## config.mk

```make
export PLATFORM = sky130hd
export DESIGN_NAME = periph_regs_flat
export DESIGN_NICKNAME = d
export VERILOG_FILES = /design/src/rtl/tcdm_pkg.sv /design/src/rtl/tcdm_intf.sv /design/src/rtl/periph_regs.sv /design/src/flat_wrapper.sv
export SDC_FILE = /design/constraint.sdc
export NUM_CORES = 1
export LEC_CHECK = 0
export ABC_AREA = 1
export ABC_CLOCK_PERIOD_IN_PS = 1300
export BUFFER_PORTS_ARGS = -buffer_cell sky130_fd_sc_hd__clkbuf_2
export CORE_ASPECT_RATIO = 1.4
export CORE_MARGIN = 4
export CORE_UTILIZATION = 52
export CTS_BUF_LIST = sky130_fd_sc_hd__clkbuf_2
export DETAILED_ROUTE_END_ITERATION = 10
export GPL_ROUTABILITY_DRIVEN = 0
export PLACE_DENSITY_LB_ADDON = 0.3
export SLEW_MARGIN = 20
export SYNTH_ARGS = -nofsm -noshare
export SYNTH_HDL_FRONTEND = slang
export SYNTH_SLANG_ARGS = --single-unit
```

## constraint.sdc

```tcl
create_clock -name clk_i -period 1.3 [get_ports clk_i]
set_input_delay 0 -clock clk_i [delete_from_list [all_inputs] [get_ports clk_i]]
set_output_delay 0 -clock clk_i [all_outputs]
set_load 0.005 [all_outputs]
```

## src/rtl/tcdm_pkg.sv

```systemverilog
// ********************
// shared tcdm types and constants, imported by all rtl blocks
// ********************
`default_nettype none

package tcdm_pkg;

  localparam int unsigned ADDR_W = 32;
  localparam int unsigned DATA_W = 32;
  localparam int unsigned BE_W   = DATA_W / 8;

  typedef logic [ADDR_W-1:0] addr_t;  // byte address
  typedef logic [DATA_W-1:0] data_t;
  typedef logic [BE_W-1:0]   be_t;    // one enable per byte
  typedef logic              opc_t;   // 0 ok, 1 error

  // returned on a miss of every region
  localparam data_t ERR_DATA = 32'hbadacce5;

  // response source of the filter, one cycle after acceptance
  typedef enum logic [1:0] {
    IDLE,
    ON_TCDM,
    ON_PER,
    ERROR
  } route_state_e;

endpackage

`default_nettype wire

```

## src/rtl/tcdm_intf.sv

```systemverilog
// ********************
// req/gnt tcdm link, one r_valid pulse per accepted request
// ********************
`default_nettype none

interface tcdm_intf
  import tcdm_pkg::*;
();

  // request side
  logic  req;
  logic  gnt;
  addr_t add;
  logic  wen;   // 1 read, 0 write
  be_t   be;
  data_t data;

  // response side
  logic  r_valid;
  data_t r_data;
  opc_t  r_opc;

  modport initiator (
    output req, add, wen, be, data,
    input  gnt, r_valid, r_data, r_opc
  );

  modport target (
    input  req, add, wen, be, data,
    output gnt, r_valid, r_data, r_opc
  );

endinterface

`default_nettype wire

```

## src/rtl/periph_regs.sv

```systemverilog
// ********************
// peripheral register file behind region 1
// ********************
`default_nettype none

module periph_regs
  import tcdm_pkg::*;
#(
  parameter int unsigned NB_REGS = 8
) (
  input  logic     clk_i,
  input  logic     rst_ni,
  tcdm_intf.target port
);

  localparam int unsigned IDX_BITS = $clog2(NB_REGS);

  data_t               regs_q [NB_REGS];
  logic [IDX_BITS-1:0] idx;
  logic                r_valid_q;
  data_t               r_data_q;

  assign idx = port.add[2 +: IDX_BITS];   // wraps modulo NB_REGS

  always_ff @(posedge clk_i or negedge rst_ni) begin
    if (!rst_ni) begin
      for (int unsigned r = 0; r < NB_REGS; r++) begin
        regs_q[r] <= '0;
      end
    end else if (port.req && !port.wen) begin
      for (int unsigned b = 0; b < BE_W; b++) begin
        if (port.be[b]) regs_q[idx][8*b +: 8] <= port.data[8*b +: 8];
      end
    end
  end

  always_ff @(posedge clk_i or negedge rst_ni) begin
    if (!rst_ni) begin
      r_valid_q <= 1'b0;
    end else begin
      r_valid_q <= port.req;
    end
  end

  always_ff @(posedge clk_i) begin
    if (port.req) r_data_q <= port.wen ? regs_q[idx] : '0;
  end

  assign port.gnt     = port.req;  // no wait states
  assign port.r_valid = r_valid_q;
  assign port.r_data  = r_data_q;
  assign port.r_opc   = 1'b0;

endmodule

`default_nettype wire

```

## src/flat_wrapper.sv

```systemverilog
// flat-port wrapper written by rule: the top's interface ports become plain ports
module periph_regs_flat import tcdm_pkg::*;
#(
  parameter int unsigned NB_REGS = 8
)
  (clk_i, rst_ni, port_req, port_add, port_wen, port_be, port_data, port_gnt, port_r_valid, port_r_data, port_r_opc);
  tcdm_intf port_i ();
  input  logic clk_i;
  input  logic rst_ni;
  input wire logic [$bits(port_i.req)-1:0] port_req;
  input wire logic [$bits(port_i.add)-1:0] port_add;
  input wire logic [$bits(port_i.wen)-1:0] port_wen;
  input wire logic [$bits(port_i.be)-1:0] port_be;
  input wire logic [$bits(port_i.data)-1:0] port_data;
  output wire logic [$bits(port_i.gnt)-1:0] port_gnt;
  output wire logic [$bits(port_i.r_valid)-1:0] port_r_valid;
  output wire logic [$bits(port_i.r_data)-1:0] port_r_data;
  output wire logic [$bits(port_i.r_opc)-1:0] port_r_opc;
  assign port_i.req = port_req;
  assign port_i.add = port_add;
  assign port_i.wen = port_wen;
  assign port_i.be = port_be;
  assign port_i.data = port_data;
  assign port_gnt = port_i.gnt;
  assign port_r_valid = port_i.r_valid;
  assign port_r_data = port_i.r_data;
  assign port_r_opc = port_i.r_opc;
  periph_regs #(.NB_REGS(NB_REGS)) u_core (.clk_i(clk_i), .rst_ni(rst_ni), .port(port_i));
endmodule
```

# --- Word level (Yosys, flattened, before mapping) ---
# Cells that the tools add are included.
classes:
  order_cmp: 2
  n_mux: 22
  bitwise_logic: 1
  reduce_logical: 3
op_table:
  columns: ["operator", "count"]
  rows:
  - ["256-bit two-way mux", 7]
  - ["256-bit bitwise mux", 4]
  - ["32-bit demux with 3-bit select", 4]
  - ["32-bit binary-select mux with 3-bit select", 1]
  - ["32-bit two-way mux", 3]
  - ["24-bit two-way mux", 1]
  - ["16-bit two-way mux", 1]
  - ["8-bit two-way mux", 1]
  - ["4-bit greater-or-equal comparator (second input constant)", 1]
  - ["4-bit by 1-bit less-than comparator with 1-bit output (second input constant)", 1]
  - ["3-bit inverter with 4-bit output", 1]
  - ["1-bit logical AND", 2]
  - ["1-bit logical NOT", 1]
word_totals:
  reg_bits: 289
  inputBits: 72
  output_inout_bits: 35
  wordCells: 38

# --- Longest topological paths before layout ---
# Gate-level depths: netlist of the first run.
depth:
  ltp_word: 16
  depth_mapped: 10
  mapped_depth_nobuf: 7

# --- Worst setup path before layout of the first run ---
# No wires, ideal clock.
synth_timing:
  path_kind: "input port to flip-flop"
  from: "in port_add[2]"
  to: "reg u_core.r_data_q[15] (netlist: u_core.port.r_data[15]) (data pin)"
  setup_ps: 270
  arrival_ps: 874
  required_time_ps: 1030
  setup_slack_ps: 156
  cell_stages: 9
  n_path_buf: 3
  cell_sequence: "buf_4 > inv_2 > buf_4 > buf_2 > nand2_1 > nand3_1 > nand2_1 > nor2_1 > a21oi_1"
synth_via:
  elab_chain_cells: 4
synth_lines:
  columns: ["item", "line_no", "source"]
  rows:
  - ["start, declared", "flat_wrapper.sv:11", "input wire logic [$bits(port_i.add)-1:0] port_add;"]
  - ["3-bit inverter with 4-bit output (not written as such)", "periph_regs.sv:46", "if (port.req) r_data_q <= port.wen ? regs_q[idx] : '0;"]
  - ["32-bit binary-select mux with 3-bit select", "periph_regs.sv:46", null]
  - ["32-bit two-way mux (not written as such) (2 in a row)", "periph_regs.sv:46", null]
  - ["end signal, assigned", "periph_regs.sv:46", null]
  - ["end, declared", "periph_regs.sv:21", "data_t r_data_q;"]
# Every way passes these cells. The select of a mux whose other input is x is not followed.
# A chain may end at the register's enable or synchronous reset.

# --- Worst setup path after layout of the first run ---
layout_timing:
  from: "in port_add[2]"
  to: "reg u_core.regs_q[67] (netlist bit)"
layout_via:
  elab_chain_cells: 16
  elab_cells_between_ends: 20
  classes_between: "order compare (2); mux (16); bitwise (1); reduce/logical (1)"
layout_lines:
  columns: ["item", "line_no", "source"]
  rows:
  - ["3-bit inverter with 4-bit output (not written as such) (*)", "periph_regs.sv:32", "if (port.be[b]) regs_q[idx][8*b +: 8] <= port.data[8*b +: 8];"]
  - ["4-bit greater-or-equal comparator (not written as such) or 4-bit by 1-bit less-than comparator with 1-bit output (tied branches)", "periph_regs.sv:32", null]
  - ["1-bit logical AND (not written as such)", "periph_regs.sv:32", null]
  - ["8-bit two-way mux (not written as such)", "periph_regs.sv:32", null]
  - ["32-bit demux with 3-bit select", "periph_regs.sv:32", null]
  - ["256-bit bitwise mux", "periph_regs.sv:32", null]
  - ["256-bit two-way mux", "periph_regs.sv:32", null]
  - ["256-bit two-way mux", "periph_regs.sv:30", "end else if (port.req && !port.wen) begin"]
  - ["256-bit bitwise mux", "periph_regs.sv:32", null]
  - ["256-bit two-way mux", "periph_regs.sv:32", null]
  - ["256-bit two-way mux", "periph_regs.sv:30", null]
  - ["256-bit bitwise mux", "periph_regs.sv:32", null]
  - ["256-bit two-way mux", "periph_regs.sv:32", null]
  - ["256-bit two-way mux", "periph_regs.sv:30", null]
  - ["256-bit bitwise mux", "periph_regs.sv:32", null]
  - ["256-bit two-way mux (*)", "periph_regs.sv:32", null]
  - ["end signal, assigned by index", "periph_regs.sv:32", null]
  - ["end, declared", "periph_regs.sv:18", "data_t regs_q [NB_REGS];"]
# Every way passes the cells marked *; elsewhere a longest branch is shown, timed or not. The select of a mux whose other input is x is not followed.

==> results of run 1 <==
## cell families after synthesis
family	Yosys count
other cells	1
flops	289
buf+inv	132
compound gates	288
simple gates	937
## metal layers
metal / vias up / global-route usage (%) / share of wire, %
li1: 5734 / - / -
met1: 5471 / 33.07 / 42
met2: 446 / 38.86 / 48
met3: 73 / 4.072 / 6.8
met4: 0 / 11.45 / 3.0
met5: - / 0 / 0
## state kept, by name (all words and copies together) (netlist names)
name / count
u_core.port.r_data: 32
u_core.regs_q: 256
u_core.port.r_valid: 1
## placed cells by master, fill, tap and decap left out
cell,instances
nor3_2,3
inv_1,36
nand3_4,1
buf_12,27
edfxtp_1,32
diode_2,1
nand3_1,4
nand3_2,1
clkbuf_2,173
buf_4,44
inv_2,7
clkinv_1,10
nor2_2,2
dfrtp_1,257
dlymetal6s4s_1,4
inv_4,3
o21ai_0,198
nand2_8,1
buf_6,3
nor3_4,4
a21oi_1,64
o21ai_1,26
nand2_1,877
nand4_1,3
nor2_1,36
conb_1,1
dlygate4sd3_1,112
clkbuf_4,1
buf_8,1
nor2_4,5
## tightest hold or removal path: stages
cell,delay [ps]
clkbuf_2,200
nand2_8,180
nor3_4,70
buf_12,140
nor2_1,80
a21oi_1,50
## power by group through the flow
stage | Sequential, mW | Clock [mW] | Combinational, mW
2_1_floorplan | 11.6 | 0 | 2.53
3_3_place_gp | 11.7 | 0 | 3.43
3_5_place_dp | 11.7 | 0 | 3.56
4_1_cts | 11.6 | 5.58 | 3.89
5_1_grt | 11.8 | 6.08 | 4.70
6_report | 11.6 | 5.45 | 4.02
## how the worst max path moves through the flow
stage / start / endpoint / slack [ps] / depth (start not counted)
after floorplan: port_add[2] / u_core.port.r_data[15] / 160 / 9
after global placement: port_add[4] / u_core.regs_q[107] / -60 / 9
after detailed placement: port_add[4] / u_core.regs_q[108] / -80 / 9
after CTS: u_core.port.r_data[15] / port_r_data[15] / -200 / 1
after global routing: port_add[4] / u_core.regs_q[9] / -210 / 9
final: port_add[2] / u_core.regs_q[67] / -210 / 8
## through the flow
step	std cells	setup WS [ps]	cell area, um2	setup TNS, ps	power [mW]
3_3_place_gp	2018	-59.50	14270	-618.5	15.12
6_report	2252	-210.9	16090	-5148	21.06
5_1_grt	2252	-213.7	16090	-7761	22.55
4_1_cts	2221	-201.2	15750	-15680	21.03
2_1_floorplan	1647	156.0	13090	0	14.09
3_5_place_dp	2018	-78.17	14270	-1303	15.29
## final cells by class
type / count / area, um2
flip-flops and latches: 289 / 7392
inverters: 45 / 176.4
fillers: 2127 / 8666
diodes: 1 / 2.502
well taps: 315 / 394.1
clock buffers: 100 / 500.5
multi-input cells: 1226 / 5122
clock inverters: 11 / 41.29
repair buffers: 265 / 2464
## what timing repair did
| item | CTS | global route |
|---|---|---|
| hold buffers | 92 | 32 |
| endpoints found under the hold margin | 578 | 421 |
| gates resized for setup | 0 | 20 |
| setup buffers | 0 | 5 |
| setup endpoints to repair | 33 | 313 |
| pin swaps | 0 | 3 |
==> results.md, run 1 <==
- Worst ir drop on vdd: just over 600 uV
- Final Hold Vio Count: between 80 and 90
- Hold Path Origin: port_req
- Core Footprint: between 20,000 and 25,000 um2
- Top cell type's share of synthesized area: around half
- Clk sink count: 289
- Post-Route WL: between 30 and 40 mm
- Clk pin slew, worst setup/hold paths: roughly 100 ps
- CP max-delay cell: dlygate4sd3_1
- Combinational power share: between 10% and 20%
- CTS Root Cell: clkbuf_2
- Crit path buffers/inverters: 5
- Crit path max fanout: 11
- Slack of the critical path: -210.9 ps
- Detailed Routing Iterations Pass 1: 5
- Leading area contributor after synthesis: dfrtp_1
- Switch Pwr: 6.496 mW
- Number of setup violations in the final report: 56
- Longest Clk Path Bufs: 3
- Syn_nets: roughly 1,700
- Worst hold path class: in2reg
- Final ANT Viol Nets: 0
- Worst Hold Depth: 6
- Final period util: 116.2%
- Simple-gate share of the synthesized area: roughly 28%
- Unrepaired setup endpoints after global routing: true
- Post-synth EDFFs: 32
- Vias in the first global route: between 10,000 and 15,000
- Sw Ratio: 30.85%
- DRC viols: 0
- R2r endpoint: u_core.regs_q[134]
- Most frequent cell after synthesis: nand2_1
- Cell Pwr Density: approximately 1300 nW/um2
- Post-layout min period: around 1500 ps
- Status: finished, violations left
- Remaining global-route overflow: 0
- CP startpoint kind: primary input
- I/O pins: around 110
- Vias per cell: roughly 5.2
- Die area: 27,820 um2
- Synth Area in Adders: 0%
- Critical Path Most Common Cell: dlygate4sd3_1
- PortBufs: 76
- H-Tree Depth: 3
- Synth warn: 0
- Failing checks: hold timing, setup timing
- Pint: 14.56 mW
- Mapped Area: between 10,000 and 15,000 um2
- Clk_lat worst skew: a little under 900 ps
- Area Overhead vs Synth: 22.92%
- Register share of total power: a little under three fifths
- Die Wd: between 100 and 150 um
- Die H: 195.7 um
- Worst Setup Path Type: in2reg
- Critical Path End Type: flop
- Crit-path max cell delay: 750 ps
- Maximum capacitance violations: 0
- WHS Endpoint: u_core.regs_q[6]
- Reg2reg start: u_core.regs_q[134]
- Slew HR: between 50% and 60%
- Fraction of layout cells with a size suffix above 1: 14.26%
- Clk pwr share: between 20% and 30%
- Seq cells post-synth: 289
- CP required: 2010 ps
- CP arrival: 2220 ps
- Worst Reg-to-Reg Cells: 3
- Site Rows: 68
- Number of CTS-inserted buffers: a little under 70
- Max frequency: 661.9 MHz
- Sequential cell area fraction in the yosys report: ~56%
- Fraction of registers with async set/reset: roughly 89%
- DPL Wire Length: about 20 mm
- CTS tree: done
- R2R setup slack: ~60 ps
- Multiplexer share of the synthesized area: 0%
- Initial core utilization: between 50% and 60%
- Leakage Power: between 8 and 9 nW
- Synth cell count leaders: nand2_1 (877), dfrtp_1 (257), o21ai_0 (199)
- Largest family of logic cells by synthesized area: simple AND/OR/NAND/NOR gates
- Overall Global Routing Usage: 24.53%
- Critical path's top delay family: buffers and inverters
- Post-synthesis compound-gate area fraction: around 11%
- Initial antenna violation count: 1
- Fin Hold WS: -126.9 ps
- Worst-path cell chain: buf_4 > inv_4 > dlygate4sd3_1 > nor2_4 > nand2_1 > buf_12 > dlygate4sd3_1 > o21ai_0
- Syn Area/Cell: between 7 and 8 um2
- Ys flop type: dfrtp_1
- Mapped Cells: around 1,600
- 1st-iter DRT viols: between 1,000 and 1,500
- Xor and xnor area share after synthesis: 0%
- Library cells used by synthesis: 24
- Largest net degree at the start of global routing: between 90 and 100
- Least-Margin Pin Slew: between 700 and 800 ps
- Util after Layout: 65.00%
- Main area contributors after synthesis: dfrtp_1 (49%), nand2_1 (25%), o21ai_0 (7.6%)
- Fin. max-slew vios: 0
- Vias post-DR: roughly 12,000
- Final net count: between 1,500 and 2,000
- Worst clock skew: roughly 50 ps
- WL/cell: 15.40 um
- Wire length of the first global-routing pass: about 55 mm
No activity file was read; power rests on OpenSTA's default activity.
==> run 2, diff against run 1 <==
--- a/config.mk
+++ b/config.mk
@@ -14,6 +14,7 @@
 export CTS_BUF_LIST = sky130_fd_sc_hd__clkbuf_2
 export DETAILED_ROUTE_END_ITERATION = 10
 export GPL_ROUTABILITY_DRIVEN = 0
+export HOLD_SLACK_MARGIN = 0.1
 export PLACE_DENSITY_LB_ADDON = 0.3
 export SLEW_MARGIN = 20
 export SYNTH_ARGS = -nofsm -noshare
==> run 2 against run 1 <==
Net effect:
- the flow still finishes with violations (hold timing, setup timing)
- die area unchanged
- non-clock buffer count up 42
- worst hold slack worse by 73 ps
- cell count up 1.9%
- clock skew up 3.5 ps
- maximum frequency down 0.99%
- combinational power up 7.0%
- critical path depth up 1
==> results.md, run 2 (synthesis results as in run 1) <==
- Status: finished, violations left
- Failing checks: hold timing, setup timing
- Max frequency: between 600 and 700 MHz
- CP required: approximately 2100 ps
- Switch Pwr: approximately 6.5 mW
- Placed Cells: between 2,000 and 2,500
- Clk sink count: 289
- Initial core utilization: between 50 and 60%
- Core Footprint: 24,760 um2
- Clk pin slew, worst setup/hold paths: 110 ps
- Largest net degree at the start of global routing: 91
- Number of CTS-inserted buffers: ~70
- Post-layout min period: between 1500 and 2000 ps
- Wire length of the first global-routing pass: 56.01 mm
- Unrepaired setup endpoints after global routing: true
- Worst hold path class: in2reg
- Most frequent cells in the layout: nand2_1 (876), dfrtp_1 (257), o21ai_0 (198), clkbuf_2 (173), dlygate4sd3_1 (148)
- Leakage Power: about 8.5 nW
- Final net count: 2,009
- Hold Path Origin: port_add[2]
- H-Tree Depth: 3
- Area Overhead vs Synth: 26.26%
- Worst clock skew: 52.80 ps
- Clk_lat worst skew: approximately 880 ps
- CTS tree: done
- Vias post-DR: between 10,000 and 15,000
- CTS Root Cell: clkbuf_2
- Cell Pwr Density: 1291 nW/um2
- Longest Clk Path Bufs: 3
- Worst ir drop on vdd: between 600 and 700 uV
- PortBufs: 76
- Crit path max fanout: 16
- Max FFs per register: between 200 and 300
- Maximum capacitance violations: 0
- Levels on crit path: 9
- Non-filler cells, final: between 2,000 and 2,500
- Register share of total power: a little over half
- Critical path's top delay family: buffers and inverters
- DRC viols: 0
- Detailed Routing Iterations Pass 1: 6
- Least-Margin Pin Slew: 791.9 ps
- Pint: between 10 and 15 mW
- Final period util: 117.4%
- Die area: between 20,000 and 30,000 um2
- Slack of the critical path: -226.1 ps
- Overall Global Routing Usage: 24.82%
- Site Rows: 68
- 1st-iter DRT viols: between 1,000 and 1,500
- Die Wd: 142.1 um
- CP startpoint kind: primary input
- Sw Ratio: 30.68%
- Initial antenna violation count: 1
- DPL Wire Length: between 15 and 20 mm
- Worst Reg-to-Reg Cells: 3
- Crit path buffers/inverters: 5
- Worst-path cell chain: buf_4 > buf_4 > dlygate4sd3_1 > nand3_4 > nor3_4 > buf_12 > nor2_1 > a21oi_1 > dlygate4sd3_1
- Vias per cell: approximately 5.2
- Die H: 195.7 um
- CP arrival: ~2300 ps
- Final ANT Viol Nets: 0
- Pre-CTS WS: -78.17 ps
- Remaining global-route overflow: 0
- CP max-delay cell: dlygate4sd3_1
- Commonest non-fill, non-tap cell in the layout: nand2_1
- Vias in the first global route: roughly 11,000
- Critical Path End Type: flop
- Crit. Startpoint: port_add[2]
- Number of setup violations in the final report: about 60
- Worst Hold Depth: 7
- Combinational power share: between 20% and 30%
- Fin Hold WS: -199.7 ps
- I/O pins: between 100 and 150
- Crit-path max cell delay: ~780 ps
- Reg2reg start: u_core.regs_q[20]
- Final Hold Vio Count: roughly 90
- Fraction of layout cells with a size suffix above 1: 15.17%
- Pwr Total: roughly 21 mW
- Register with the most flip-flops: u_core.regs_q
- Slew HR: roughly 47%
- WL/cell: about 15 um
- Fin. max-slew vios: 0
- Worst Setup Path Type: in2reg
- Clk pwr share: 25.5%
- Post-Route WL: roughly 35 mm
-- run 2: cell count changes in the layout (fill, tap and decap cells not counted) --
cell	change
buf_12	+2
buf_2	+1
inv_1	-17
inv_2	+17
nand2_2	+1
nand2_1	-1
buf_6	+2
dlygate4sd3_1	+36
buf_4	+1
-- run 2: final cells by class --
class                   instances  area (um2)
repair buffers                307        2899
diodes                          1       2.502
clock inverters                11       41.29
fillers                      2079        8228
clock buffers                 100       500.5
multi-input cells            1226        5125
well taps                     315       394.1
flip-flops and latches        289        7392
inverters                      45       176.4
-- run 2: per-layer routing --
layer	global-route usage [%]	up-vias	wire length, um
li1	-	5821	-
met1	33.20	5657	14600
met2	39.38	419	16730
met3	4.023	86	2060
met4	12.16	0	1257
met5	0	-	0
-- run 2: what timing repair did --
action / CTS / global route
pin swaps: 0 / 3
hold buffers: 127 / 35
gates cloned: 0 / 1
resized for setup: 0 / 42
endpoints found under the setup margin: 33 / 327
buffers inserted: 0 / 7
endpoints found under the hold margin: 578 / 492
-- run 2: worst reg2reg max path, stage by stage (launching register included) --
cell and delay [ps]:
dfrtp_1 400, nor2_1 160, a21oi_1 60, dlygate4sd3_1 550
-- run 2: worst paths after layout --
| kind | endpoint | slack [ps] |
|---|---|---|
| max in group asynchronous | u_core.regs_q[142] | 190 |
| min in group asynchronous | u_core.regs_q[232] | 270 |
| hold reg to reg | u_core.regs_q[46] | 490 |
| hold / removal | u_core.port.r_data[15] | -200 |
| setup / recovery | u_core.regs_q[20] | -230 |
| setup reg to reg | u_core.regs_q[20] | 20 |
-- run 2: stage by stage --
| stage | utilization [%] | setup TNS, ps | cell area, um2 |
|---|---|---|---|
| after floorplan | - | 0 | 13090 |
| after global placement | 57.66 | -618.5 | 14270 |
| after detailed placement | 57.66 | -1303 | 14270 |
| after CTS | 65.02 | -16210 | 16100 |
| after global routing | 66.77 | -8867 | 16530 |
| final | 66.77 | -4758 | 16530 |
-- run 2: power groups by stage --
stage | clock network, mW | registers [mW] | logic (mW)
3_3_place_gp | 0 | 11.7 | 3.43
2_1_floorplan | 0 | 11.6 | 2.53
4_1_cts | 5.58 | 11.6 | 4.05
3_5_place_dp | 0 | 11.7 | 3.56
5_1_grt | 6.08 | 11.8 | 5.00
6_report | 5.45 | 11.6 | 4.30
