[src/rtl/tcdm_pkg.sv]
// ********************
// shared tcdm types and constants, imported by all rtl blocks
// ********************
`default_nettype none

package tcdm_pkg;

  localparam int unsigned ADDR_W = 32;
  localparam int unsigned DATA_W = 32;
  localparam int unsigned BE_W   = DATA_W / 8;

  typedef logic [ADDR_W-1:0] addr_t;  // byte address
  typedef logic [DATA_W-1:0] data_t;
  typedef logic [BE_W-1:0]   be_t;    // one enable per byte
  typedef logic              opc_t;   // 0 ok, 1 error

  // returned on a miss of every region
  localparam data_t ERR_DATA = 32'hbadacce5;

  // response source of the filter, one cycle after acceptance
  typedef enum logic [1:0] {
    IDLE,
    ON_TCDM,
    ON_PER,
    ERROR
  } route_state_e;

endpackage

`default_nettype wire

[src/rtl/tcdm_intf.sv]
// ********************
// req/gnt tcdm link, one r_valid pulse per accepted request
// ********************
`default_nettype none

interface tcdm_intf
  import tcdm_pkg::*;
();

  // request side
  logic  req;
  logic  gnt;
  addr_t add;
  logic  wen;   // 1 read, 0 write
  be_t   be;
  data_t data;

  // response side
  logic  r_valid;
  data_t r_data;
  opc_t  r_opc;

  modport initiator (
    output req, add, wen, be, data,
    input  gnt, r_valid, r_data, r_opc
  );

  modport target (
    input  req, add, wen, be, data,
    output gnt, r_valid, r_data, r_opc
  );

endinterface

`default_nettype wire

[src/rtl/memmap_filter.sv]
// ********************
// address decode to the banks, the peripherals or a local error reply
// ********************
`default_nettype none

module memmap_filter
  import tcdm_pkg::*;
#(
  parameter int unsigned NB_REGION = 2
) (
  input  logic                   clk_i,
  input  logic                   rst_ni,
  input  logic                   clear_i,
  input  addr_t [NB_REGION-1:0]  region_start_addr,
  input  addr_t [NB_REGION-1:0]  region_end_addr,
  tcdm_intf.target               slave,
  tcdm_intf.initiator            tcdm_master,
  tcdm_intf.initiator            per_master
);

  route_state_e state_q, state_d;

  logic [NB_REGION-1:0] destination_map;
  logic                 dest_tcdm;
  logic                 dest_per;

  // half-open range per region
  always_comb begin
    destination_map = '0;
    for (int unsigned i = 0; i < NB_REGION; i++) begin
      if ((slave.add >= region_start_addr[i]) && (slave.add < region_end_addr[i])) begin
        destination_map[i] = 1'b1;
      end
    end
  end

  assign dest_tcdm = destination_map[0];                    // region 0 wins on overlap
  assign dest_per  = ~dest_tcdm & (|destination_map[NB_REGION-1:1]);

  always_ff @(posedge clk_i or negedge rst_ni) begin
    if (!rst_ni) begin
      state_q <= IDLE;
    end else if (clear_i) begin
      state_q <= IDLE;
    end else begin
      state_q <= state_d;
    end
  end

  // hold in ON_PER until the peripheral answers
  always_comb begin
    state_d = state_q;
    if ((state_q != ON_PER) || per_master.r_valid) begin
      if (!slave.req) begin
        state_d = IDLE;
      end else if (dest_tcdm) begin
        state_d = tcdm_master.gnt ? ON_TCDM : IDLE;
      end else if (dest_per) begin
        state_d = per_master.gnt ? ON_PER : IDLE;
      end else begin
        state_d = ERROR;
      end
    end
  end

  // request routing, one target at most
  assign tcdm_master.req  = slave.req & dest_tcdm;
  assign tcdm_master.add  = slave.add;
  assign tcdm_master.wen  = slave.wen;
  assign tcdm_master.be   = slave.be;
  assign tcdm_master.data = slave.data;

  assign per_master.req  = slave.req & dest_per;
  assign per_master.add  = slave.add;
  assign per_master.wen  = slave.wen;
  assign per_master.be   = slave.be;
  assign per_master.data = slave.data;

  assign slave.gnt = tcdm_master.gnt | per_master.gnt | (slave.req & ~(|destination_map));

  always_comb begin
    slave.r_valid = 1'b0;
    slave.r_data  = '0;
    slave.r_opc   = 1'b0;
    unique case (state_q)
      ON_TCDM: begin
        slave.r_valid = tcdm_master.r_valid;
        slave.r_data  = tcdm_master.r_data;
        slave.r_opc   = tcdm_master.r_opc;
      end
      ON_PER: begin
        slave.r_valid = per_master.r_valid;
        slave.r_data  = per_master.r_data;
        slave.r_opc   = per_master.r_opc;
      end
      ERROR: begin
        slave.r_valid = 1'b1;     // unmapped, answered locally
        slave.r_data  = ERR_DATA;
        slave.r_opc   = 1'b1;
      end
      default: ;                  // IDLE, nothing in flight
    endcase
  end

endmodule

`default_nettype wire

[src/flat_wrapper.sv]
// flat-port wrapper written by rule: the top's interface ports become plain ports
module memmap_filter_flat import tcdm_pkg::*;
#(
  parameter int unsigned NB_REGION = 2
)
  (clk_i, rst_ni, clear_i, region_start_addr, region_end_addr, slave_req, slave_add, slave_wen, slave_be, slave_data, slave_gnt, slave_r_valid, slave_r_data, slave_r_opc, tcdm_master_req, tcdm_master_add, tcdm_master_wen, tcdm_master_be, tcdm_master_data, tcdm_master_gnt, tcdm_master_r_valid, tcdm_master_r_data, tcdm_master_r_opc, per_master_req, per_master_add, per_master_wen, per_master_be, per_master_data, per_master_gnt, per_master_r_valid, per_master_r_data, per_master_r_opc);
  tcdm_intf slave_i ();
  tcdm_intf tcdm_master_i ();
  tcdm_intf per_master_i ();
  input  logic clk_i;
  input  logic rst_ni;
  input  logic clear_i;
  input  addr_t [NB_REGION-1:0] region_start_addr;
  input  addr_t [NB_REGION-1:0] region_end_addr;
  input wire logic [$bits(slave_i.req)-1:0] slave_req;
  input wire logic [$bits(slave_i.add)-1:0] slave_add;
  input wire logic [$bits(slave_i.wen)-1:0] slave_wen;
  input wire logic [$bits(slave_i.be)-1:0] slave_be;
  input wire logic [$bits(slave_i.data)-1:0] slave_data;
  output wire logic [$bits(slave_i.gnt)-1:0] slave_gnt;
  output wire logic [$bits(slave_i.r_valid)-1:0] slave_r_valid;
  output wire logic [$bits(slave_i.r_data)-1:0] slave_r_data;
  output wire logic [$bits(slave_i.r_opc)-1:0] slave_r_opc;
  output wire logic [$bits(tcdm_master_i.req)-1:0] tcdm_master_req;
  output wire logic [$bits(tcdm_master_i.add)-1:0] tcdm_master_add;
  output wire logic [$bits(tcdm_master_i.wen)-1:0] tcdm_master_wen;
  output wire logic [$bits(tcdm_master_i.be)-1:0] tcdm_master_be;
  output wire logic [$bits(tcdm_master_i.data)-1:0] tcdm_master_data;
  input wire logic [$bits(tcdm_master_i.gnt)-1:0] tcdm_master_gnt;
  input wire logic [$bits(tcdm_master_i.r_valid)-1:0] tcdm_master_r_valid;
  input wire logic [$bits(tcdm_master_i.r_data)-1:0] tcdm_master_r_data;
  input wire logic [$bits(tcdm_master_i.r_opc)-1:0] tcdm_master_r_opc;
  output wire logic [$bits(per_master_i.req)-1:0] per_master_req;
  output wire logic [$bits(per_master_i.add)-1:0] per_master_add;
  output wire logic [$bits(per_master_i.wen)-1:0] per_master_wen;
  output wire logic [$bits(per_master_i.be)-1:0] per_master_be;
  output wire logic [$bits(per_master_i.data)-1:0] per_master_data;
  input wire logic [$bits(per_master_i.gnt)-1:0] per_master_gnt;
  input wire logic [$bits(per_master_i.r_valid)-1:0] per_master_r_valid;
  input wire logic [$bits(per_master_i.r_data)-1:0] per_master_r_data;
  input wire logic [$bits(per_master_i.r_opc)-1:0] per_master_r_opc;
  assign slave_i.req = slave_req;
  assign slave_i.add = slave_add;
  assign slave_i.wen = slave_wen;
  assign slave_i.be = slave_be;
  assign slave_i.data = slave_data;
  assign slave_gnt = slave_i.gnt;
  assign slave_r_valid = slave_i.r_valid;
  assign slave_r_data = slave_i.r_data;
  assign slave_r_opc = slave_i.r_opc;
  assign tcdm_master_req = tcdm_master_i.req;
  assign tcdm_master_add = tcdm_master_i.add;
  assign tcdm_master_wen = tcdm_master_i.wen;
  assign tcdm_master_be = tcdm_master_i.be;
  assign tcdm_master_data = tcdm_master_i.data;
  assign tcdm_master_i.gnt = tcdm_master_gnt;
  assign tcdm_master_i.r_valid = tcdm_master_r_valid;
  assign tcdm_master_i.r_data = tcdm_master_r_data;
  assign tcdm_master_i.r_opc = tcdm_master_r_opc;
  assign per_master_req = per_master_i.req;
  assign per_master_add = per_master_i.add;
  assign per_master_wen = per_master_i.wen;
  assign per_master_be = per_master_i.be;
  assign per_master_data = per_master_i.data;
  assign per_master_i.gnt = per_master_gnt;
  assign per_master_i.r_valid = per_master_r_valid;
  assign per_master_i.r_data = per_master_r_data;
  assign per_master_i.r_opc = per_master_r_opc;
  memmap_filter #(.NB_REGION(NB_REGION)) u_core (.clk_i(clk_i), .rst_ni(rst_ni), .clear_i(clear_i), .region_start_addr(region_start_addr), .region_end_addr(region_end_addr), .slave(slave_i), .tcdm_master(tcdm_master_i), .per_master(per_master_i));
endmodule
[config.mk]
export PLATFORM = sky130hd
export DESIGN_NAME = memmap_filter_flat
export DESIGN_NICKNAME = d
export VERILOG_FILES = /design/src/rtl/tcdm_pkg.sv /design/src/rtl/tcdm_intf.sv /design/src/rtl/memmap_filter.sv /design/src/flat_wrapper.sv
export SDC_FILE = /design/constraint.sdc
export NUM_CORES = 1
export LEC_CHECK = 0
export BUFFER_PORTS_ARGS = -buffer_cell sky130_fd_sc_hd__buf_2
export CAP_MARGIN = 20
export CORE_AREA = 2 2 173 175
export DETAILED_ROUTE_END_ITERATION = 12
export DIE_AREA = 0 0 175 177
export PLACE_DENSITY = 0.46
export SLEW_MARGIN = 30
export SYNTH_ARGS = -nofsm -noshare
export SYNTH_HDL_FRONTEND = slang
export SYNTH_SLANG_ARGS = --single-unit
[constraint.sdc]
create_clock -name clk_i -period 6.72 [get_ports clk_i]
set_input_delay 0.672 -clock clk_i [delete_from_list [all_inputs] [get_ports clk_i]]
set_output_delay 0.672 -clock clk_i [all_outputs]
set_load 0.1 [all_outputs]
After elaboration in Yosys (flattened, before gate mapping)
Index checks and enable logic that the tools add are counted.

word-level totals
  bits of input ports = 271
  flip-flop bits (word level) = 2
  word-level logic and storage cells = 34
  output and inout port bits = 175

operators by class
  reduce and logical (&&, ||, !) cells = 5
  mux-type cells = 12
  equal/unequal tests = 4
  order comparisons = 4
  bitwise operators = 8

operators by type and width
  kind                  number
  $pmux W32 S3          1
  $ge A32 B32 Y1        2
  $lt A32 B32 Y1        2
  $mux W2               6
  $pmux W1 S3           2
  $and A1 B1 Y1         4
  $eq A2 B2 Y1 const B  2
  $mux W1               3
  $eq A2 B1 Y1 const B  1
  $logic_and A1 B1 Y1   2
  $ne A2 B2 Y1 const B  1
  $not A1 Y1            2
  $or A1 B1 Y1          2
  $reduce_bool A2 Y1    1
  $reduce_or A2 Y1      1
  $logic_or A1 B1 Y1    1

Longest topological paths before layout
Gate-level depths: netlist of run 1.

  depth after elaboration = 10
  mapped depth = 9

Least setup slack after synthesis of run 1
Ideal clock, no wire load.

  path type = input to output
  start = in region_start_addr[57] in the netlist's numbering
  end = out slave_gnt
  slack = 1756 ps
  buffers on the path = 0
  stages on the path = 9
  required time = 6048 ps
  arrival time = 4292 ps
  cells stage by stage = inv_1 ha_1 a21o_1 a221o_1 a221oi_1 o21ai_1 a211oi_1 a311oi_2 o21ai_0

between the ends
  longest elaborated chain between the ends = 7

ends and longest elaborated chain
  what                 line                 source
  start, declared      flat_wrapper.sv:13   input addr_t [NB_REGION-1:0] region_start_addr;
  $ge A32 B32 Y1       memmap_filter.sv:31  if ((slave.add >= region_start_addr[i]) && (slave.add < region_end_addr[i])) begin
  $logic_and A1 B1 Y1  memmap_filter.sv:31
  $mux W1              memmap_filter.sv:31
  $reduce_or A2 Y1     memmap_filter.sv:79  assign slave.gnt = tcdm_master.gnt | per_master.gnt | (slave.req & ~(|destination_map));
  $not A1 Y1           memmap_filter.sv:79
  $and A1 B1 Y1        memmap_filter.sv:79
  $or A1 B1 Y1         memmap_filter.sv:79
  end, declared        flat_wrapper.sv:20   output wire logic [$bits(slave_i.gnt)-1:0] slave_gnt;

Every way passes these cells.

Final worst setup path of run 1
  start = in slave_add[31]
  end = out tcdm_master_req

between the ends
  longest elaborated chain between the ends = 4
  elaborated cells between the ends (all ways) = 5
  classes of those cells = order compare: 2; mux: 1; bitwise: 1; reduce/logical: 1

ends and longest elaborated chain
  what                                                     line                 source
  start, declared                                          flat_wrapper.sv:16   input wire logic [$bits(slave_i.add)-1:0] slave_add;
  $ge A32 B32 Y1 / $lt A32 B32 Y1 (equally long branches)  memmap_filter.sv:31
  $logic_and A1 B1 Y1 *                                    memmap_filter.sv:31
  $mux W1 *                                                memmap_filter.sv:31
  $and A1 B1 Y1 *                                          memmap_filter.sv:67  assign tcdm_master.req = slave.req & dest_tcdm;
  end, declared                                            flat_wrapper.sv:24   output wire logic [$bits(tcdm_master_i.req)-1:0] tcdm_master_req;

Mark *: on every way between the ends. The rest lies on a longest branch, timed or not.

==> flow_summary.ini, run 1 <==
[cts]
clock_sinks = 2
path_clk_slew_ps = 30
postCtsSetupBuffers = 0
cts_buffer_depth = 2
postCtsHoldBufs = 0
worstSkewPairLatency_ps = 220
root_buffer = clkbuf_16
cts_buffers = 3
cts_resized = 0
tritoncts = built
htree_levels = 1

[cells_and_area]
n_fill_cell = 3397
final_cells = 1265
top_regs = u_core.state_q: 2 flops
largest_reg_flops = 2
drive_gt1_share_pct = 39.3
final_cell_mix = buf_2 (334), inv_1 (128), ha_1 (126)
area_delta_synth_final_pct = 25.1
layout_commonest_cell = buf_2
regMostFlops = u_core.state_q
fin_nets = 1270

[place]
dpl.cell_count = 1258
io_buffers = 334
place.gp.congestion = 0.807
place_hpwl_um = 19000

[logic_synthesis]
syn-num-nets = 1078
async_reset_ff_share_pct = 100
synth_edf_count = 0
synthesis.area_um2 = 4700
synth.yosys.warnings = 0
syn_area_per_cell_um2 = 6.91
yosysUniqueCellTypes = 42
synth_cells = 681
synth_seq_cells = 2
synth-main-ff-cell = dfrtp_1
ys_seq_area_share_pct = 1.06

[floorplan]
die_h_um = 177
core_area_um2 = 29200
fp.dieArea_um2 = 31000
die_w_um = 175
start_util_pct = 16.1
placementRows = 63
io_pins = 446

[critical_path]
cpPeakStageDelay_ps = 660
rr_worst_depth = 2
crit_top_cell = buf_2
crit_slowest_cell = nor4_1
r2r-end = u_core.state_q[1]$_DFFE_PN0P_
arrival_ps = 3730
startpoint_type = input port
reg2reg_setup_slack_ps = 5230
crit_path_max_fanout = 6
path_cells = buf_2, ha_1, nand4_1, nor4_1, o21ai_0, a31oi_1, a2111oi_1, or2_1, nor2_1, buf_2
worstSetupEndpointType = output pin
regToRegStartpoint = u_core.state_q[1]$_DFFE_PN0P_
critPathKind = in -> out
critical_path_required_ps = 6050

[power_and_ir_drop]
power_density_nw_per_um2 = 130
peakVddDrop_mv = 0.0585
leakage_uw = 0.00365

[detailed_routing]
vias = 4985
drt_iter0_drc = 111
postRouteAntennaNets = 0
wl_per_cell_um = 16.2
drc = 0
routed_wirelength_um = 20500
route.detailed.vias_per_inst = 3.94
drt_pass1_iterations = 4

[hold_path]
hp-class = in -> async

[timing]
setup_viol = 0
clock_skew_ps = 0.645
fin_crit_sh_pct = 65.4
rsz0062_at_grt = false
drv_slew = 0
relSlewSlack_pct = 44.1
fin_tns_setup_ps = 0
fmax_ghz = 0.227
min_period_ps = 4400
final_hold_viol_count = 0
tightest_slew_ps = 837

[global_route]
overflow = 0
grt_first_pass_wirelength_um = 28600
grt_pass1_vias = 4791
track_usage_pct = 12.4
antenna_found_initial = 10
grt_start_max_net_pins = 45

[status]
outcome = finished, final reports clean

[flow_run]
drv_cap = 0
[worst max-delay path, delay by kind of cell]
kind            cells  cell delay, ps
simple gates        4            1320
compound gates      3             730
buf+inv             2             610
fa+ha+maj           1             370
[logic make-up after synthesis]
| kind of cell | synth area share (%) |
|---|---|
| buffers and inverters | 33.0 |
| DFF | 1.06 |
| and+or+nand+nor | 12.9 |
| adders and majority gates | 33.5 |
| AOI/OAI and AO/OA | 19.5 |
[report_power, final]
part	internal [uW]	switching (uW)
Combinational	166	489
Clock	75.9	16.0
Sequential	13.1	4.39
[final cells by class]
type                       instances  area, um^2  share of cell area, %
antenna                            4        10.0                  0.170
clock buffer                       3        75.1                   1.28
inverter                         128         480                   8.17
multi-input combinational        403        3100                   52.7
sequential                         2        50.0                  0.851
tap                              390         488                   8.30
timing repair buffer             335        1680                   28.5
[metrics by stage]
step / util, % / setup slack (ps) / hold WS [ps] / area [um^2] / total power (uW)
floorplan: - / 1760 / 376 / 4700 / 725
finish: 20.1 / 2320 / 228 / 5880 / 764
CTS: 20.1 / 2060 / 225 / 5870 / 778
global route: 20.1 / 1940 / 224 / 5880 / 824
global placement: 19.8 / 1990 / 460 / 5800 / 680
detailed placement: 19.8 / 2070 / 461 / 5800 / 682
[worst max path at each step]
stage                                     start               to  slack [ps]  depth (start not counted)
after floorplan           region_start_addr[57]        slave_gnt        1760                          9
after global placement            slave_add[31]  tcdm_master_req        1990                         10
after detailed placement          slave_add[31]  tcdm_master_req        2070                         10
after CTS                         slave_add[31]  tcdm_master_req        2060                         10
after global routing              slave_add[31]  tcdm_master_req        1940                         10
final                             slave_add[31]  tcdm_master_req        2320                         10
[cells in the mapped netlist (5+ instances only)]
cell type / count / share of area (%)
buf_4: 138 / 22
inv_1: 128 / 10
ha_1: 126 / 34
nor2_1: 60 / 4.8
a21oi_1: 59 / 6.3
nand2_1: 31 / 2.5
o21ai_0: 28 / 3.0
a22o_1: 13 / 2.4
nand4_1: 13 / 1.7
a21o_1: 12 / 1.9
clkbuf_1: 10 / 0.80
a211oi_1: 6 / 0.96
nor3_1: 6 / 0.64
nor4_1: 5 / 0.67
[per-layer routing]
| layer | GRT usage (%) | vias up | wire length [um] |
|---|---|---|---|
| met4 | 2.60 | 4 | 210 |
| met2 | 24.6 | 280 | 10900 |
| met1 | 13.7 | 2133 | 7900 |
| met5 | 0 | - | 30 |
| li1 | - | 2544 | - |
| met3 | 2.28 | 24 | 1420 |
(Power assumes the default switching activity.)
==> run 2: changes to the inputs <==
Settings changed: CORE_AREA 2 2 173 175 to 2 2 175 177, DIE_AREA 0 0 175 177 to 0 0 177 179, PLACE_DENSITY 0.46 to 0.45.
Clock period 6.72 ns to 4.5 ns, I/O delays scaled along.
==> flow_summary.ini, run 2 (synthesis results as in run 1) <==
[detailed_routing]
route.detailed.vias_per_inst = 3.85
routed_wirelength_um = 18600
vias = 4891
drt_iter0_drc = 97
drt_pass1_iterations = 4
postRouteAntennaNets = 0
wl_per_cell_um = 14.7
drc = 0

[floorplan]
core_area_um2 = 30000
die_w_um = 177
fp.dieArea_um2 = 31700
start_util_pct = 15.7
die_h_um = 179
placementRows = 64
io_pins = 446

[cts]
postCtsSetupBuffers = 0
worstSkewPairLatency_ps = 220
htree_levels = 1
postCtsHoldBufs = 0
root_buffer = clkbuf_16
path_clk_slew_ps = 30
clock_sinks = 2
cts_resized = 0
cts_buffer_depth = 2
cts_buffers = 3
tritoncts = built

[cells_and_area]
utilization_pct = 19.7
top_regs = u_core.state_q: 2 flops
stdcell_area_um2 = 5900
final_cells = 1270
area_delta_synth_final_pct = 25.5
layout_commonest_cell = buf_2
regMostFlops = u_core.state_q
final_cell_mix = buf_2 (334), inv_1 (128), ha_1 (126)
drive_gt1_share_pct = 39.6
largest_reg_flops = 2
fin_nets = 1272

[timing]
setup_viol = 0
fmax_ghz = 0.248
worst_slack_ps = 465
min_period_ps = 4040
fin_crit_sh_pct = 89.7
clock_skew_ps = 1.42
relSlewSlack_pct = 43.4
fin_tns_setup_ps = 0
final_hold_viol_count = 0
drv_slew = 0
tightest_slew_ps = 841
rsz0062_at_grt = false

[global_route]
grtUsageMet3_pct = 2.37
grt_pass1_vias = 4610
antenna_found_initial = 2
grt-busiest-layer = met2
track_usage_pct = 10.7
grt_use_met1_pct = 14.0
grt_start_max_net_pins = 45
overflow = 0
grt_use_met2_pct = 18.4
grt_first_pass_wirelength_um = 25900

[critical_path]
r2r-end = u_core.state_q[1]$_DFFE_PN0P_
critical_path_required_ps = 4050
worstSetupEndpointType = output pin
regToRegStartpoint = u_core.state_q[0]$_DFFE_PN0P_
critPathKind = in -> out
reg2reg_setup_slack_ps = 2990
rr_worst_depth = 4
arrival_ps = 3590
crit_path_max_fanout = 6
startpoint_type = input port

[status]
outcome = finished, final reports clean

[power_and_ir_drop]
power_density_nw_per_um2 = 193
peakVddDrop_mv = 0.108
leakage_uw = 0.00366

[place]
post-place-ws_ps = 168
dpl.cell_count = 1266
placedInstanceArea_um2 = 5820
place_hpwl_um = 17000
place.gp.congestion = 0.764
io_buffers = 334

[hold_path]
hp-class = in -> async

[flow_run]
drv_cap = 0
## run 2: worst max-delay path: stages
cell,delay [ps]
buf_2,150
ha_1,300
nand4_1,280
nor4_1,600
o21ai_0,270
a31oi_1,370
a2111oi_1,110
buf_4,160
or2_1,250
nor2_1,170
buf_2,460
## run 2: layer usage
metal / up-vias / share of wire, % / routed length [um]
met5: - / 0.070 / 13
met4: 2 / 0.72 / 134
met3: 11 / 7.5 / 1390
met2: 221 / 47 / 8740
met1: 2112 / 45 / 8370
li1: 2545 / - / -
## run 2: final cells by class
class                           count  area, um^2
Antenna cell                        1        2.50
Clock buffer                        3        75.1
Fill cell                        3470       24100
Inverter                          128         480
Multi-Input combinational cell    403        3100
Sequential cell                     2        50.0
Tap cell                          396         495
Timing Repair Buffer              337        1690
## run 2: how the worst max path moves through the flow
stage,startpoint,to,slack [ps],cells after the start
finish,slave_add[31],tcdm_master_req,460,11
global route,slave_add[31],tcdm_master_req,30,11
CTS,slave_add[31],tcdm_master_req,170,11
detailed placement,slave_add[31],tcdm_master_req,170,11
global placement,slave_add[29],tcdm_master_req,170,11
floorplan,region_start_addr[57],slave_gnt,740,9
## run 2: stage by stage
| stage | total power (uW) | hold WS, ps |
|---|---|---|
| after detailed placement | 1010 | 240 |
| after global placement | 1010 | 236 |
| final | 1140 | 9.47 |
| after CTS | 1150 | 5.79 |
| after floorplan | 1080 | 154 |
| after global routing | 1230 | 7.81 |
## run 2: power breakdown
part	leakage, uW	total [uW]	switching, uW	internal [uW]
logic	0.00359	976	727	249
registers	0.0000264	26.1	6.56	19.5
clock network	0.0000370	135	21.5	113
==> run 3: changes to the inputs <==
Settings changed: BUFFER_PORTS_ARGS -buffer_cell sky130_fd_sc_hd__buf_2 to -buffer_cell sky130_fd_sc_hd__clkbuf_2.
==> flow_summary.ini, run 3 (synthesis results as in run 1) <==
[status]
outcome = finished, final reports clean

[cts]
htree_levels = 1
tritoncts = built
cts_buffers = 3
path_clk_slew_ps = 30
worstSkewPairLatency_ps = 220
root_buffer = clkbuf_16
postCtsSetupBuffers = 0
postCtsHoldBufs = 0
cts_resized = 0
cts_buffer_depth = 2
clock_sinks = 2

[critical_path]
worstSetupEndpointType = output pin
cpPeakStageDelay_ps = 570
path_cells = clkbuf_2, ha_1, nand4_1, nor4_1, o21ai_0, a31oi_1, a2111oi_1, buf_4, or2_1, nor2_1, buf_12
startpoint_type = input port
crit_path_max_fanout = 6
crit_slowest_cell = nor4_1
arrival_ps = 3390
critPathKind = in -> out
critical_path_required_ps = 4050

[timing]
rsz0062_at_grt = false
hold_slack_ps = 11.1
fin_crit_sh_pct = 85.2
drv_slew = 0
min_period_ps = 3840
fin_tns_setup_ps = 0
final_hold_viol_count = 0
fmax_ghz = 0.261
tightest_slew_ps = 847
setup_viol = 0
relSlewSlack_pct = 43.5
clock_skew_ps = 1.12

[detailed_routing]
drt_iter0_drc = 118
vias = 4860
routed_wirelength_um = 18400
drc = 0
drt_pass1_iterations = 4
route.detailed.vias_per_inst = 3.83
wl_per_cell_um = 14.5
postRouteAntennaNets = 0

[global_route]
grt_pass1_vias = 4603
antenna_found_initial = 2
grt_first_pass_wirelength_um = 25800
overflow = 0
track_usage_pct = 10.7
grt_start_max_net_pins = 45

[cells_and_area]
stdcell_area_um2 = 5940
regMostFlops = u_core.state_q
fin_nets = 1271
n_antenna_cell = 0
top_regs = u_core.state_q: 2 flops
drive_gt1_share_pct = 39.6
layout_commonest_cell = clkbuf_2
final_cell_mix = clkbuf_2 (331), inv_1 (128), ha_1 (126)
largest_reg_flops = 2
area_delta_synth_final_pct = 26.2

[floorplan]
die_h_um = 179
start_util_pct = 15.7
core_area_um2 = 30000
fp.dieArea_um2 = 31700
die_w_um = 177
placementRows = 64
io_pins = 446

[power_and_ir_drop]
switching_share_pct = 66.2
switchingPower_uw = 754
peakVddDrop_mv = 0.0927
p_int_uw = 385
combPwrFrac_pct = 86.0
power_density_nw_per_um2 = 192
clkPwrFrac_pct = 11.7
power_frac_seq_pct = 2.3
leakage_uw = 0.00371

[place]
place_hpwl_um = 16800
place.gp.congestion = 0.748
placedInstanceArea_um2 = 5860
io_buffers = 334

[hold_path]
hp-class = in -> async

[flow_run]
drv_cap = 0
## run 3: power groups by stage
stage / registers [uW] / clock network, uW / logic, uW
4_1_cts: 25.9 / 134 / 992
2_1_floorplan: 20.1 / 0 / 1060
3_3_place_gp: 26.1 / 0 / 986
6_report: 26.0 / 133 / 979
5_1_grt: 26.7 / 136 / 1070
3_5_place_dp: 26.1 / 0 / 989
## run 3: metal layers
layer	global-route usage (%)	vias up	share of wire, %
met5	0	-	0.14
met2	17.9	231	45
met4	1.79	4	1.3
met1	13.8	2052	44
li1	-	2554	-
met3	2.95	19	9.1
## run 3: metrics by stage
| stage | worst slack (ps) | util (%) | std cells | total power [uW] |
|---|---|---|---|---|
| final | 664 | 19.8 | 1268 | 1140 |
| after global routing | 216 | 19.8 | 1268 | 1230 |
| after CTS | 250 | 19.8 | 1268 | 1150 |
| after detailed placement | 257 | 19.5 | 1265 | 1020 |
| after global placement | 230 | 19.5 | 1265 | 1010 |
| after floorplan | 741 | - | 681 | 1080 |
## run 3: area by class of cell
cell class / count / area (um^2)
Fill cell: 3475 / 24100
Multi-Input combinational cell: 403 / 3100
Timing Repair Buffer: 336 / 1730
Tap cell: 396 / 495
Inverter: 128 / 480
Clock buffer: 3 / 75.1
Sequential cell: 2 / 50.0
## run 3: path summary, 6_finish.rpt
| kind | from | to | cells past startpoint | slack, ps |
|---|---|---|---|---|
| max | slave_add[31] | tcdm_master_req | 11 | 660 |
| min | rst_ni | u_core.state_q[1]$_DFFE_PN0P_ | 1 | 10 |
| max reg2reg | u_core.state_q[1]$_DFFE_PN0P_ | u_core.state_q[1]$_DFFE_PN0P_ | 2 | 2990 |
| min reg2reg | u_core.state_q[1]$_DFFE_PN0P_ | u_core.state_q[1]$_DFFE_PN0P_ | 2 | 1040 |
| max in group asynchronous | rst_ni | u_core.state_q[0]$_DFFE_PN0P_ | 1 | 4390 |
| min in group clk_i | clear_i | u_core.state_q[1]$_DFFE_PN0P_ | 2 | 430 |
## run 3: critical path: cells and delay by family
kind                       cells  cell delay, ps
and+or+nand+nor                4            1330
buffers and inverters          3             550
adders and majority gates      1             330
AOI/OAI and AO/OA              3             720
